### src/verilog/aluPkg.sv
`default_nettype none

package aluPkg;

  ////////////////////////////////////////////////////////////
  // Major opcodes handled by the execute block
  ////////////////////////////////////////////////////////////
  localparam logic [6:0] opOp      = 7'b0110011; // Register-register
  localparam logic [6:0] opOpImm   = 7'b0010011; // Register-immediate
  localparam logic [6:0] opOp32    = 7'b0111011; // RV64 W forms
  localparam logic [6:0] opOpImm32 = 7'b0011011; // RV64 W immediates
  localparam logic [6:0] opBranch  = 7'b1100011; // Conditional branches

  // ALU result select, encoded to match funct3 of OP / OP-IMM
  typedef enum logic [2:0] {
    selAdd   = 3'b000, // add, sub
    selShift = 3'b001, // sll, srl, sra
    selSlt   = 3'b010,
    selSltu  = 3'b011,
    selXor   = 3'b100,
    selSrl   = 3'b101, // Free code routed to the shifter
    selOr    = 3'b110,
    selAnd   = 3'b111
  } aluSelT;

  // Branch funct3 codes
  localparam logic [2:0] brEq  = 3'b000;
  localparam logic [2:0] brNe  = 3'b001;
  localparam logic [2:0] brLt  = 3'b100;
  localparam logic [2:0] brGe  = 3'b101;
  localparam logic [2:0] brLtu = 3'b110;
  localparam logic [2:0] brGeu = 3'b111;

  ////////////////////////////////////////////////////////////
  // Instruction word layouts
  ////////////////////////////////////////////////////////////
  typedef struct packed {
    logic [6:0] funct7;
    logic [4:0] rs2;
    logic [4:0] rs1;
    logic [2:0] funct3;
    logic [4:0] rd;
    logic [6:0] opcode;
  } rTypeT;

  typedef struct packed {
    logic [11:0] imm;    // Also carries shamt and the shift tag
    logic [4:0]  rs1;
    logic [2:0]  funct3;
    logic [4:0]  rd;
    logic [6:0]  opcode;
  } iTypeT;

  // Same 32 bits, read as R-type or I-type
  typedef union packed {
    rTypeT       r;
    iTypeT       i;
    logic [31:0] raw;
  } instrWordT;

endpackage

`default_nettype wire

### src/verilog/shifter.sv
`timescale 1ns/1ps
`default_nettype none

module shifter #(
  parameter int XLEN = 64
) (
  input  logic [XLEN-1:0]         a,
  input  logic [$clog2(XLEN)-1:0] amt,
  input  logic                    right, // 1 for srl / sra
  input  logic                    arith, // Sign fill on right shift
  input  logic                    w64,   // Word op on low 32 bits
  output logic [XLEN-1:0]         y
);

  localparam int AW = $clog2(XLEN);

  logic [XLEN-1:0]   opA;    // Operand after word prep
  logic [AW-1:0]     shAmt;  // Effective shift amount
  logic              fill;   // Bit shifted in from the top
  logic [2*XLEN-1:0] extA;
  logic [2*XLEN-1:0] shrOut;
  logic [XLEN-1:0]   shlOut;

  // Word ops see bit 31 as the top of the operand
  always_comb begin
    opA   = a;
    shAmt = amt;
    if (w64) begin
      for (int k = 32; k < XLEN; k++) begin
        opA[k] = arith & right & a[31]; // Sign or zero fill above bit 31
      end
      for (int k = 5; k < AW; k++) begin
        shAmt[k] = 1'b0;                // 5-bit amount only
      end
    end
  end

  assign fill   = arith & right & opA[XLEN-1];
  assign extA   = {{XLEN{fill}}, opA};         // Fill bits ride above the operand
  assign shrOut = extA >> shAmt;
  assign shlOut = opA << shAmt;

  assign y = right ? shrOut[XLEN-1:0] : shlOut; // Upper half of word result fixed in ALU

endmodule

`default_nettype wire

### src/verilog/branchCompare.sv
`timescale 1ns/1ps
`default_nettype none

module branchCompare #(
  parameter int XLEN = 64
) (
  input  logic [XLEN-1:0] a,
  input  logic [XLEN-1:0] b,
  input  logic [2:0]      funct3,
  output logic            condTrue
);

  logic eq;  // a == b
  logic lt;  // Signed a < b
  logic ltu; // Unsigned a < b

  // Independent of the ALU adder
  assign eq  = (a == b);
  assign lt  = ($signed(a) < $signed(b));
  assign ltu = (a < b);

  // Pick one relation and invert it for odd codes
  always_comb begin
    case (funct3)
      aluPkg::brEq:  condTrue = eq;
      aluPkg::brNe:  condTrue = ~eq;
      aluPkg::brLt:  condTrue = lt;
      aluPkg::brGe:  condTrue = ~lt;
      aluPkg::brLtu: condTrue = ltu;
      aluPkg::brGeu: condTrue = ~ltu;
      default:       condTrue = 1'b0; // Codes 2 and 3 never branch
    endcase
  end

endmodule

`default_nettype wire

### src/verilog/alu.sv
`timescale 1ns/1ps
`default_nettype none

module alu #(
  parameter int XLEN = 64
) (
  input  logic [XLEN-1:0] a,
  input  logic [XLEN-1:0] b,
  input  logic            w64,       // RV64 W form
  input  logic            subArith,  // Subtract or arithmetic shift
  input  logic [2:0]      funct3,    // Bit 2 gives shift direction
  input  aluPkg::aluSelT  aluSelect,
  output logic [XLEN-1:0] result
);

  logic [XLEN-1:0] condMaskB;    // B mask equals plain B without bitmanip
  logic [XLEN-1:0] condShiftA;   // Shifted A equals plain A without bitmanip
  logic [XLEN-1:0] condMaskInvB; // B or ~B
  logic [XLEN-1:0] sum;
  logic [XLEN-1:0] shiftOut;
  logic [XLEN-1:0] fullResult;   // Before word sign extension
  logic            carry;
  logic            neg;
  logic            aSign;
  logic            bSign;
  logic            lt;
  logic            ltu;

  assign condMaskB  = b;
  assign condShiftA = a;

  ////////////////////////////////////////////////////////////
  // Adder / subtractor
  ////////////////////////////////////////////////////////////
  assign condMaskInvB = subArith ? ~condMaskB : condMaskB;
  assign {carry, sum} = {1'b0, condShiftA} + {1'b0, condMaskInvB}
                      + {{XLEN{1'b0}}, subArith}; // Carry-in completes two's complement

  shifter #(.XLEN(XLEN)) u_shifter (
    .a     (a),
    .amt   (b[$clog2(XLEN)-1:0]),
    .right (funct3[2]),
    .arith (subArith),
    .w64   (w64),
    .y     (shiftOut)
  );

  // Flags from a - b
  assign neg   = sum[XLEN-1];
  assign aSign = a[XLEN-1];
  assign bSign = b[XLEN-1];
  assign lt    = (aSign & ~bSign) | (aSign & neg) | (~bSign & neg); // Sign xor overflow
  assign ltu   = ~carry;                                            // Borrow out

  ////////////////////////////////////////////////////////////
  // Result select
  ////////////////////////////////////////////////////////////
  always_comb begin
    case (aluSelect)
      aluPkg::selAdd:   fullResult = sum;
      aluPkg::selShift: fullResult = shiftOut;
      aluPkg::selSlt:   fullResult = {{(XLEN-1){1'b0}}, lt};
      aluPkg::selSltu:  fullResult = {{(XLEN-1){1'b0}}, ltu};
      aluPkg::selXor:   fullResult = a ^ condMaskInvB;
      aluPkg::selSrl:   fullResult = shiftOut;             // srl / sra by funct3 code
      aluPkg::selOr:    fullResult = a | condMaskInvB;
      aluPkg::selAnd:   fullResult = a & condMaskInvB;
      default:          fullResult = sum;
    endcase
  end

  // Word results keep only the low half
  if (XLEN == 64) begin : gWordExt
    assign result = w64 ? {{32{fullResult[31]}}, fullResult[31:0]} : fullResult;
  end else begin : gNoWordExt
    assign result = fullResult;
  end

endmodule

`default_nettype wire

### src/verilog/aluDecoder.sv
`timescale 1ns/1ps
`default_nettype none

module aluDecoder #(
  parameter int XLEN = 64
) (
  input  aluPkg::instrWordT instr,
  input  logic [XLEN-1:0]   srcB,
  output aluPkg::aluSelT    aluSelect,
  output logic              subArith,
  output logic              w64,
  output logic [XLEN-1:0]   aluB,     // srcB or immediate
  output logic              isBranch,
  output logic              illegal
);

  localparam int          AW        = $clog2(XLEN);
  localparam logic [11:0] sraTag    = 12'h400 >> AW; // Upper imm bits of srai
  localparam logic [6:0]  funct7Alt = 7'b0100000;    // sub / sra marker

  logic [XLEN-1:0] immExt;    // Sign-extended I immediate
  logic [11:0]     immHi;     // Imm bits above the shift amount
  logic            f7Zero;
  logic            f7Alt;
  logic            sltCode;   // funct3 2 or 3
  logic            wFunctOk;  // funct3 0, 1 or 5
  logic            wImmOk;    // Upper imm of W shift immediates

  assign immExt   = {{(XLEN-12){instr.i.imm[11]}}, instr.i.imm};
  assign immHi    = instr.i.imm >> AW;
  assign f7Zero   = (instr.r.funct7 == 7'b0000000);
  assign f7Alt    = (instr.r.funct7 == funct7Alt);
  assign sltCode  = (instr.r.funct3[2:1] == 2'b01);
  assign wFunctOk = (instr.r.funct3 == 3'd0) || (instr.r.funct3 == 3'd1)
                  || (instr.r.funct3 == 3'd5);
  assign wImmOk   = (instr.i.imm[11:5] == 7'b0000000)
                  || ((instr.i.imm[11:5] == funct7Alt) && (instr.i.funct3 == 3'd5));

  always_comb begin
    aluSelect = aluPkg::aluSelT'(instr.r.funct3); // funct3 doubles as select
    subArith  = 1'b0;
    w64       = 1'b0;
    aluB      = srcB;
    isBranch  = 1'b0;
    illegal   = 1'b0;
    case (instr.r.opcode)
      aluPkg::opOp: begin
        subArith = instr.r.funct7[5] | sltCode; // sub, sra, slt, sltu
        illegal  = ~(f7Zero | (f7Alt & ((instr.r.funct3 == 3'd0) | (instr.r.funct3 == 3'd5))));
      end
      aluPkg::opOpImm: begin
        aluB     = immExt;
        subArith = sltCode | ((instr.i.funct3 == 3'd5) & instr.i.imm[10]); // srai, not addi
        if (instr.i.funct3 == 3'd1) begin
          illegal = (immHi != 12'd0);                          // slli
        end else if (instr.i.funct3 == 3'd5) begin
          illegal = !((immHi == 12'd0) || (immHi == sraTag)); // srli / srai
        end
      end
      aluPkg::opOp32: begin
        w64      = 1'b1;
        subArith = instr.r.funct7[5];                          // subw, sraw
        illegal  = (XLEN == 32) | ~wFunctOk
                 | ~(f7Zero | (f7Alt & (instr.r.funct3 != 3'd1)));
      end
      aluPkg::opOpImm32: begin
        w64      = 1'b1;
        aluB     = immExt;
        subArith = (instr.i.funct3 == 3'd5) & instr.i.imm[10]; // sraiw
        illegal  = (XLEN == 32) | ~wFunctOk | ((instr.i.funct3 != 3'd0) & ~wImmOk);
      end
      aluPkg::opBranch: begin
        aluSelect = aluPkg::selAdd; // Sum unused since the compare is separate
        subArith  = 1'b1;
        isBranch  = 1'b1;
        illegal   = sltCode;        // Codes 2 and 3 are reserved
      end
      default: illegal = 1'b1;      // Unknown opcode
    endcase
  end

endmodule

`default_nettype wire

### src/verilog/executeStage.sv
`timescale 1ns/1ps
`default_nettype none

module executeStage #(
  parameter int XLEN = 64
) (
  input  logic              clk,
  input  logic              rstN,
  input  logic              instrValid,
  input  aluPkg::instrWordT instr,
  input  logic [XLEN-1:0]   srcA,
  input  logic [XLEN-1:0]   srcB,
  output logic              resultValid, // One cycle after instrValid
  output logic [XLEN-1:0]   result,
  output logic              branchTaken,
  output logic              illegal
);

  aluPkg::aluSelT  aluSelect;
  logic            subArith;
  logic            w64;
  logic [XLEN-1:0] aluB;
  logic            isBranch;
  logic            decIllegal;
  logic [XLEN-1:0] aluResult;
  logic            condTrue;

  aluDecoder #(.XLEN(XLEN)) u_aluDecoder (
    .instr     (instr),
    .srcB      (srcB),
    .aluSelect (aluSelect),
    .subArith  (subArith),
    .w64       (w64),
    .aluB      (aluB),
    .isBranch  (isBranch),
    .illegal   (decIllegal)
  );

  alu #(.XLEN(XLEN)) u_alu (
    .a         (srcA),
    .b         (aluB),
    .w64       (w64),
    .subArith  (subArith),
    .funct3    (instr.r.funct3),
    .aluSelect (aluSelect),
    .result    (aluResult)
  );

  // Compares register values, never the immediate
  branchCompare #(.XLEN(XLEN)) u_branchCompare (
    .a        (srcA),
    .b        (srcB),
    .funct3   (instr.r.funct3),
    .condTrue (condTrue)
  );

  ////////////////////////////////////////////////////////////
  // Output pipeline register
  ////////////////////////////////////////////////////////////
  always_ff @(posedge clk) begin
    if (!rstN) begin
      resultValid <= 1'b0;
      branchTaken <= 1'b0;
      illegal     <= 1'b0;
    end else begin
      resultValid <= instrValid;  // Single-cycle pulse per instruction
      if (instrValid) begin
        branchTaken <= isBranch & condTrue;
        illegal     <= decIllegal;
      end
    end
  end

  // No writeback for branches or illegal ops
  always_ff @(posedge clk) begin
    if (instrValid) begin
      result <= (decIllegal | isBranch) ? '0 : aluResult;
    end
  end

endmodule

`default_nettype wire

### config.mk
export PLATFORM = sky130hd
export DESIGN_NAME = executeStage
export DESIGN_NICKNAME = d
export VERILOG_FILES = /design/src/verilog/aluPkg.sv /design/src/verilog/shifter.sv /design/src/verilog/branchCompare.sv /design/src/verilog/alu.sv /design/src/verilog/aluDecoder.sv /design/src/verilog/executeStage.sv
export SDC_FILE = /design/constraint.sdc
export NUM_CORES = 1
export LEC_CHECK = 0
export ABC_AREA = 1
export CAP_MARGIN = 20
export CORE_MARGIN = 2
export CORE_UTILIZATION = 45
export DETAILED_ROUTE_END_ITERATION = 16
export DONT_BUFFER_PORTS = 1
export PLACE_DENSITY = 0.59
export SYNTH_ARGS = -nofsm -noshare
export SYNTH_HDL_FRONTEND = slang
export SYNTH_SLANG_ARGS = --single-unit
### constraint.sdc
create_clock -name clk -period 7.8 [get_ports clk]
set_input_delay 0 -clock clk [delete_from_list [all_inputs] [get_ports clk]]
set_output_delay 0 -clock clk [all_outputs]
set_load 0.05 [all_outputs]
---- Yosys cells after proc, flatten, opt, wreduce, memory -nomap -nowiden ----
Index checks and enable logic that the tools add are counted.
Widths: inputs -> output; s select.
cells by class
  $add $sub $neg .......................... 2
  multiply operators ...................... 0
  divide/modulo/power cells ............... 0
  magnitude comparators ................... 2
  equal/unequal tests ..................... 22
  shift operators ......................... 2
  multiplexer cells ....................... 15
  bitwise operators ....................... 34
  reduce and logical (&&, ||, !) cells .... 15
operator list
  kind                number
  $pmux 64 s7         1
  $mux 64             4
  $lt 64x64->1        2
  $shr 128x6->64      1
  $add 64x64->65      1
  $add 65x1->65       1
  $and 64x64->64      1
  $eq 64x64->1        1
  $not 64->64         1
  $or 64x64->64       1
  $shl 64x6->64       1
  $xor 64x64->64      1
  $mux 32             1
  $eq 3x3->1 const B  8
  $eq 7x6->1 const B  3
  $eq 7x5->1 const B  2
  $logic_not 12->1    1
  $reduce_bool 12->1  1
  $and 1x1->1         11
  $or 1x1->1          10
  $pmux 1 s5          2
  $not 1->1           9
  $eq 7x7->1 const B  1
  $logic_not 7->1     1
  14 further kinds    26
storage, ports and cells
  bits in registers ....................... 67
  latch bits .............................. 0
  memory bits (writable) .................. 0
  bits in read-only memories .............. 0
  input bits .............................. 163
  output and inout port bits .............. 67
  memories ................................ 0

---- Longest topological paths before layout ----
  depth in word-level cells ............... 12
  gate-level depth with buffers ........... 33

---- By module ----
Synthesis repeated with hierarchy kept, for this count alone.
unflattened totals
  cell total of the unflattened synthesis .. 4404
  area total of the unflattened synthesis .. 24103.1 um^2
modules (own cells, without submodules)
  module         instances  cells each  area each (um^2)  seq. area each (um^2)
  alu            1          1782        9471.6            0.0
  shifter        1          1869        8688.3            0.0
  executeStage   1          214         3094.2            1981.9
  branchCompare  1          321         1886.8            0.0
  aluDecoder     1          218         962.2             0.0

---- Least setup slack after synthesis ----
OpenSTA, ideal clock, no wires.
  kind .................................... input port to flip-flop
  start ................................... input port instr[6] (netlist bit)
  end ..................................... register result[46], data pin
  library setup time ...................... 0.280 ns
  data arrival time ....................... 3.859 ns
  slack ................................... 3.661 ns
  stages on the path ...................... 28
  path buffers ............................ 4
  cells stage by stage .................... inv_1 nand2_2 nor3_4 nand2_1 buf_6 o21ai_2 buf_4 clkbuf_1 clkbuf_1 xor2_1 inv_1 ha_1 a21oi_1 nand2_1 a21oi_1 inv_1 nand2_1 nand2_1 a21boi_0 o21ai_1 a21oi_1 o21ai_0 nand2_1 nand2_1 a21oi_1 o21ai_0 nand3_1 a21oi_2
on the way
  word-level cells in the longest chain between the ends .. 10
  elaborated cells between the ends (all ways) .. 40
  those cells by class .................... add/sub: 2; eq/ne: 12; shift: 2; mux: 12; bitwise: 8; reduce/logical: 4
RTL lines
  element                                                                  RTL line            source
  start: declaration                                                       executeStage.sv:10  input aluPkg::instrWordT instr,
  parallel branches: the longest is 10 deep, another holds $add 64x64->65  -
  end signal: assignment                                                   executeStage.sv:77  result <= (decIllegal | isBranch) ? '0 : aluResult;
  end: declaration                                                         executeStage.sv:14  output logic [XLEN-1:0] result,
Several ways; the timed one is not identified.
A chain may end at the register's enable or synchronous reset.

---- Final worst setup path ----
  start ................................... input port instr[2] (netlist bit)
  end ..................................... register result[46], data pin
The elaborated chain is that of the path after synthesis.

==> results.cfg <==
[critical_path]
cp_data_arrival_time_ns = 5.84
rr_startpoint = illegal
crit_path_cell_trace = dlygate4sd3_1, nor3_4, nand2_1, or2_2, nand2_4, xor2_1, inv_1, ha_1, nand2_1, inv_1, a21oi_1, inv_1, nand2_1, nand2_1, a21boi_0, o21ai_1, a21oi_1, o21ai_0, nand2_1, nand2_1, a21oi_1, o21ai_0, nand3_1, a21oi_2
endpoint_kind = flop
critPathLaunch = instr[2]
ff2ff_path_depth = 2
crit_required_ns = 7.90
max_stage_delay_ns = 0.58
crit_type = primary input to flop
slowest_stage = dlygate4sd3_1
worstPathMaxFanout = 55
start_kind = primary input
crit_family = simple AND/OR/NAND/NOR gates
crit_top_cell = nand2_1
crit_buf_inv = 4
cp_num_cells = 24

[floorplan]
fp.dieW_um = 223
dieArea_um2 = 49800
dieHeight_um = 223
start_util_pct = 45.4
coreArea_um2 = 47500
rows = 80
pin_count = 230

[synth]
synth_seq_area_share_pct = 9.17
synthTopCellsByCount = 1,165 x nand2_1, 693 x nand3_1, 435 x inv_1
synth.distinct_cells = 61
async_flop_share_pct = 0
ys_ff_latch = 67
synth_cells = 3956
synth.most_common_cell = nand2_1
synth.avg_cell_area_um2 = 5.46
yosysTopAreaCell = nand2_1
synth_area_um2 = 21600
yosys_warnings = 0
synth_ff_type = edfxtp_1
syn-num-nets = 4312
yosys-top-cells-area = nand2_1 20%, nand3_1 16%, ha_1 11%
synth_edf_count = 64
synth_top_area_share_pct = 20.2

[pwr]
p_int_mw = 1.16
p_comb_share_pct = 61.9
p_total_mw = 2.56
netSwitchingFraction_pct = 54.6
power_frac_seq_pct = 19.5
clockPowerShare_pct = 18.6
peakVddDrop_uv = 114
p_per_area_nw_per_um2 = 116
cellLeakagePower_nw = 11.1
p_switching_mw = 1.40

[cells_and_area]
seq_area_um2 = 1980
area_growth_pct = 2.22
drive_gt1_share_pct = 3.53
num-fill-cells = 5441
utilization_pct = 46.5
multi_input_area_um2 = 17000
nets = 4142

[timing]
slew_headroom_pct = 21.1
tightestPinTransition_ns = 1.17
fin_worst_skew_ns = 0
rsz0062_at_grt = false
period_minus_slack_ns = 5.74
hold_viol_final = 0
final.period_utilization_pct = 73.5
finalSetupTns_ns = 0
final-setup-viol-count = 0
timing.fmax_mhz = 174
fin_hold_ws_ns = 0.0278
slew_viol_final = 0

[clock_network]
h-tree-depth = 3
cts_buffers = 9
cts_resized = 0
clock_sinks = 67
clockBufferDepth = 2
cts_root_buffer = clkbuf_16
clock_latency_ns = 0.39
cts_tree = done
clkTransAtPathRegs_ns = 0.07

[min_path]
hold_class = primary input to flop
hp-start = instrValid
min_path_cells = 1

[drt]
routedWlPerCell_um = 23.4
route.detailed.drc = 0
viasPerCell = 6.09
dr.first_iter.drc_count = 3713
firstDrtPassIters = 6
vias = 26900
antenna_left = 0
wl_um = 103000

[placed_design]
place_congestion = 1.03
dp_hpwl_um = 81100
io_buffer_count = 0

[job]
cap_violations = 0

[global_routing]
grt_overflow_total = 0
grt_pass1_wl_um = 152000
first_global_vias = 23900
grt_max_degree = 115
gr-usage-all-layers_pct = 40.1
antenna_found_initial = 2

[status]
status = finished clean
[layer usage]
| metal | up-vias | track usage [%] | part of all wire, % |
|---|---|---|---|
| met5 | - | 0 | 0 |
| li1 | 12800 | - | - |
| met4 | 0 | 18.0 | 4.9 |
| met2 | 1539 | 60.1 | 42 |
| met1 | 12300 | 54.9 | 42 |
| met3 | 211 | 8.81 | 11 |
[stage by stage]
| stage | area [µm²] | worst slack [ns] | instances |
|---|---|---|---|
| detailed placement | 21700 | 2.20 | 4386 |
| global route | 22100 | 1.64 | 4406 |
| CTS | 22100 | 2.20 | 4405 |
| global placement | 21700 | 2.28 | 4386 |
| finish | 22100 | 2.06 | 4408 |
| floorplan | 21600 | 3.66 | 3956 |
[registers in the layout (all words and copies together) (netlist names)]
register,flops
result,64
branchTaken,1
resultValid,1
illegal,1
[cell families (layout without fill, tap and decap cells)]
| family | after synthesis | in the layout | share of synthesized area, % |
|---|---|---|---|
| simple gates | 2197 | 2197 | 43.5 |
| xor+xnor | 94 | 94 | 3.81 |
| flops | 67 | 67 | 9.17 |
| buf+inv | 668 | 503 | 12.5 |
| compound gates | 732 | 732 | 19.6 |
| other cells | 0 | 2 | 0 |
| fa+ha+maj | 193 | 193 | 11.2 |
| mux | 5 | 5 | 0.232 |
[final cells by class]
cell class                 instances  share of cell area (%)
sequential                        67                    8.97
tap                              615                    3.48
clock buffer                      14                    1.15
multi-input combinational       3221                    77.0
clock inverter                     2                   0.272
inverter                         451                    7.69
antenna                            2                  0.0227
timing repair buffer              36                    1.45
[worst paths after layout]
path	endpoint	slack, ns
max	result[46]	2.06
min	result[26]	0.03
max reg2reg	illegal	6.73
min reg2reg	branchTaken	0.74
[placed cells by master, fill, tap and decap left out, types with 6 or more instances in the layout]
cell       count
edfxtp_1      64
o22ai_1        8
a21boi_0       8
a31oi_1       17
nor3_1        20
or2_1         12
o21ai_0      255
clkbuf_16      9
nor2_1       238
nor2_4         6
nand4_1       23
buf_4         31
inv_1        434
inv_2         11
ha_1         192
a21oi_2       30
a221oi_1      26
o221ai_1       6
nand2_2       14
nand2_1     1164
a21oi_1      241
o211ai_1      25
xor2_1        38
xnor2_1       56
a211oi_1      32
o21a_1        22
o21ai_1       36
nand3_1      691
[power by group through the flow]
stage | clock [mW] | combinational (mW) | sequential [mW]
finish | 0.476 | 1.58 | 0.498
global route | 0.491 | 1.73 | 0.500
CTS | 0.484 | 1.53 | 0.499
detailed placement | 0 | 1.51 | 0.505
global placement | 0 | 1.51 | 0.506
floorplan | 0 | 1.08 | 0.501
[worst reg2reg max path, delay by kind of cell, from the launching register on]
| kind | cells | cell delay, ns |
|---|---|---|
| DFF | 1 | 0.65 |
| AOI/OAI and AO/OA | 2 | 0.34 |
[repair_timing]
| item | 4_1_cts | 5_1_grt |
|---|---|---|
| endpoints found under the setup margin | 0 | 0 |
| hold endpoints to repair | 67 | 0 |
| setup buffers | 0 | 0 |
| hold buffers | 3 | 0 |
No activity file was read; power rests on OpenSTA's default activity.
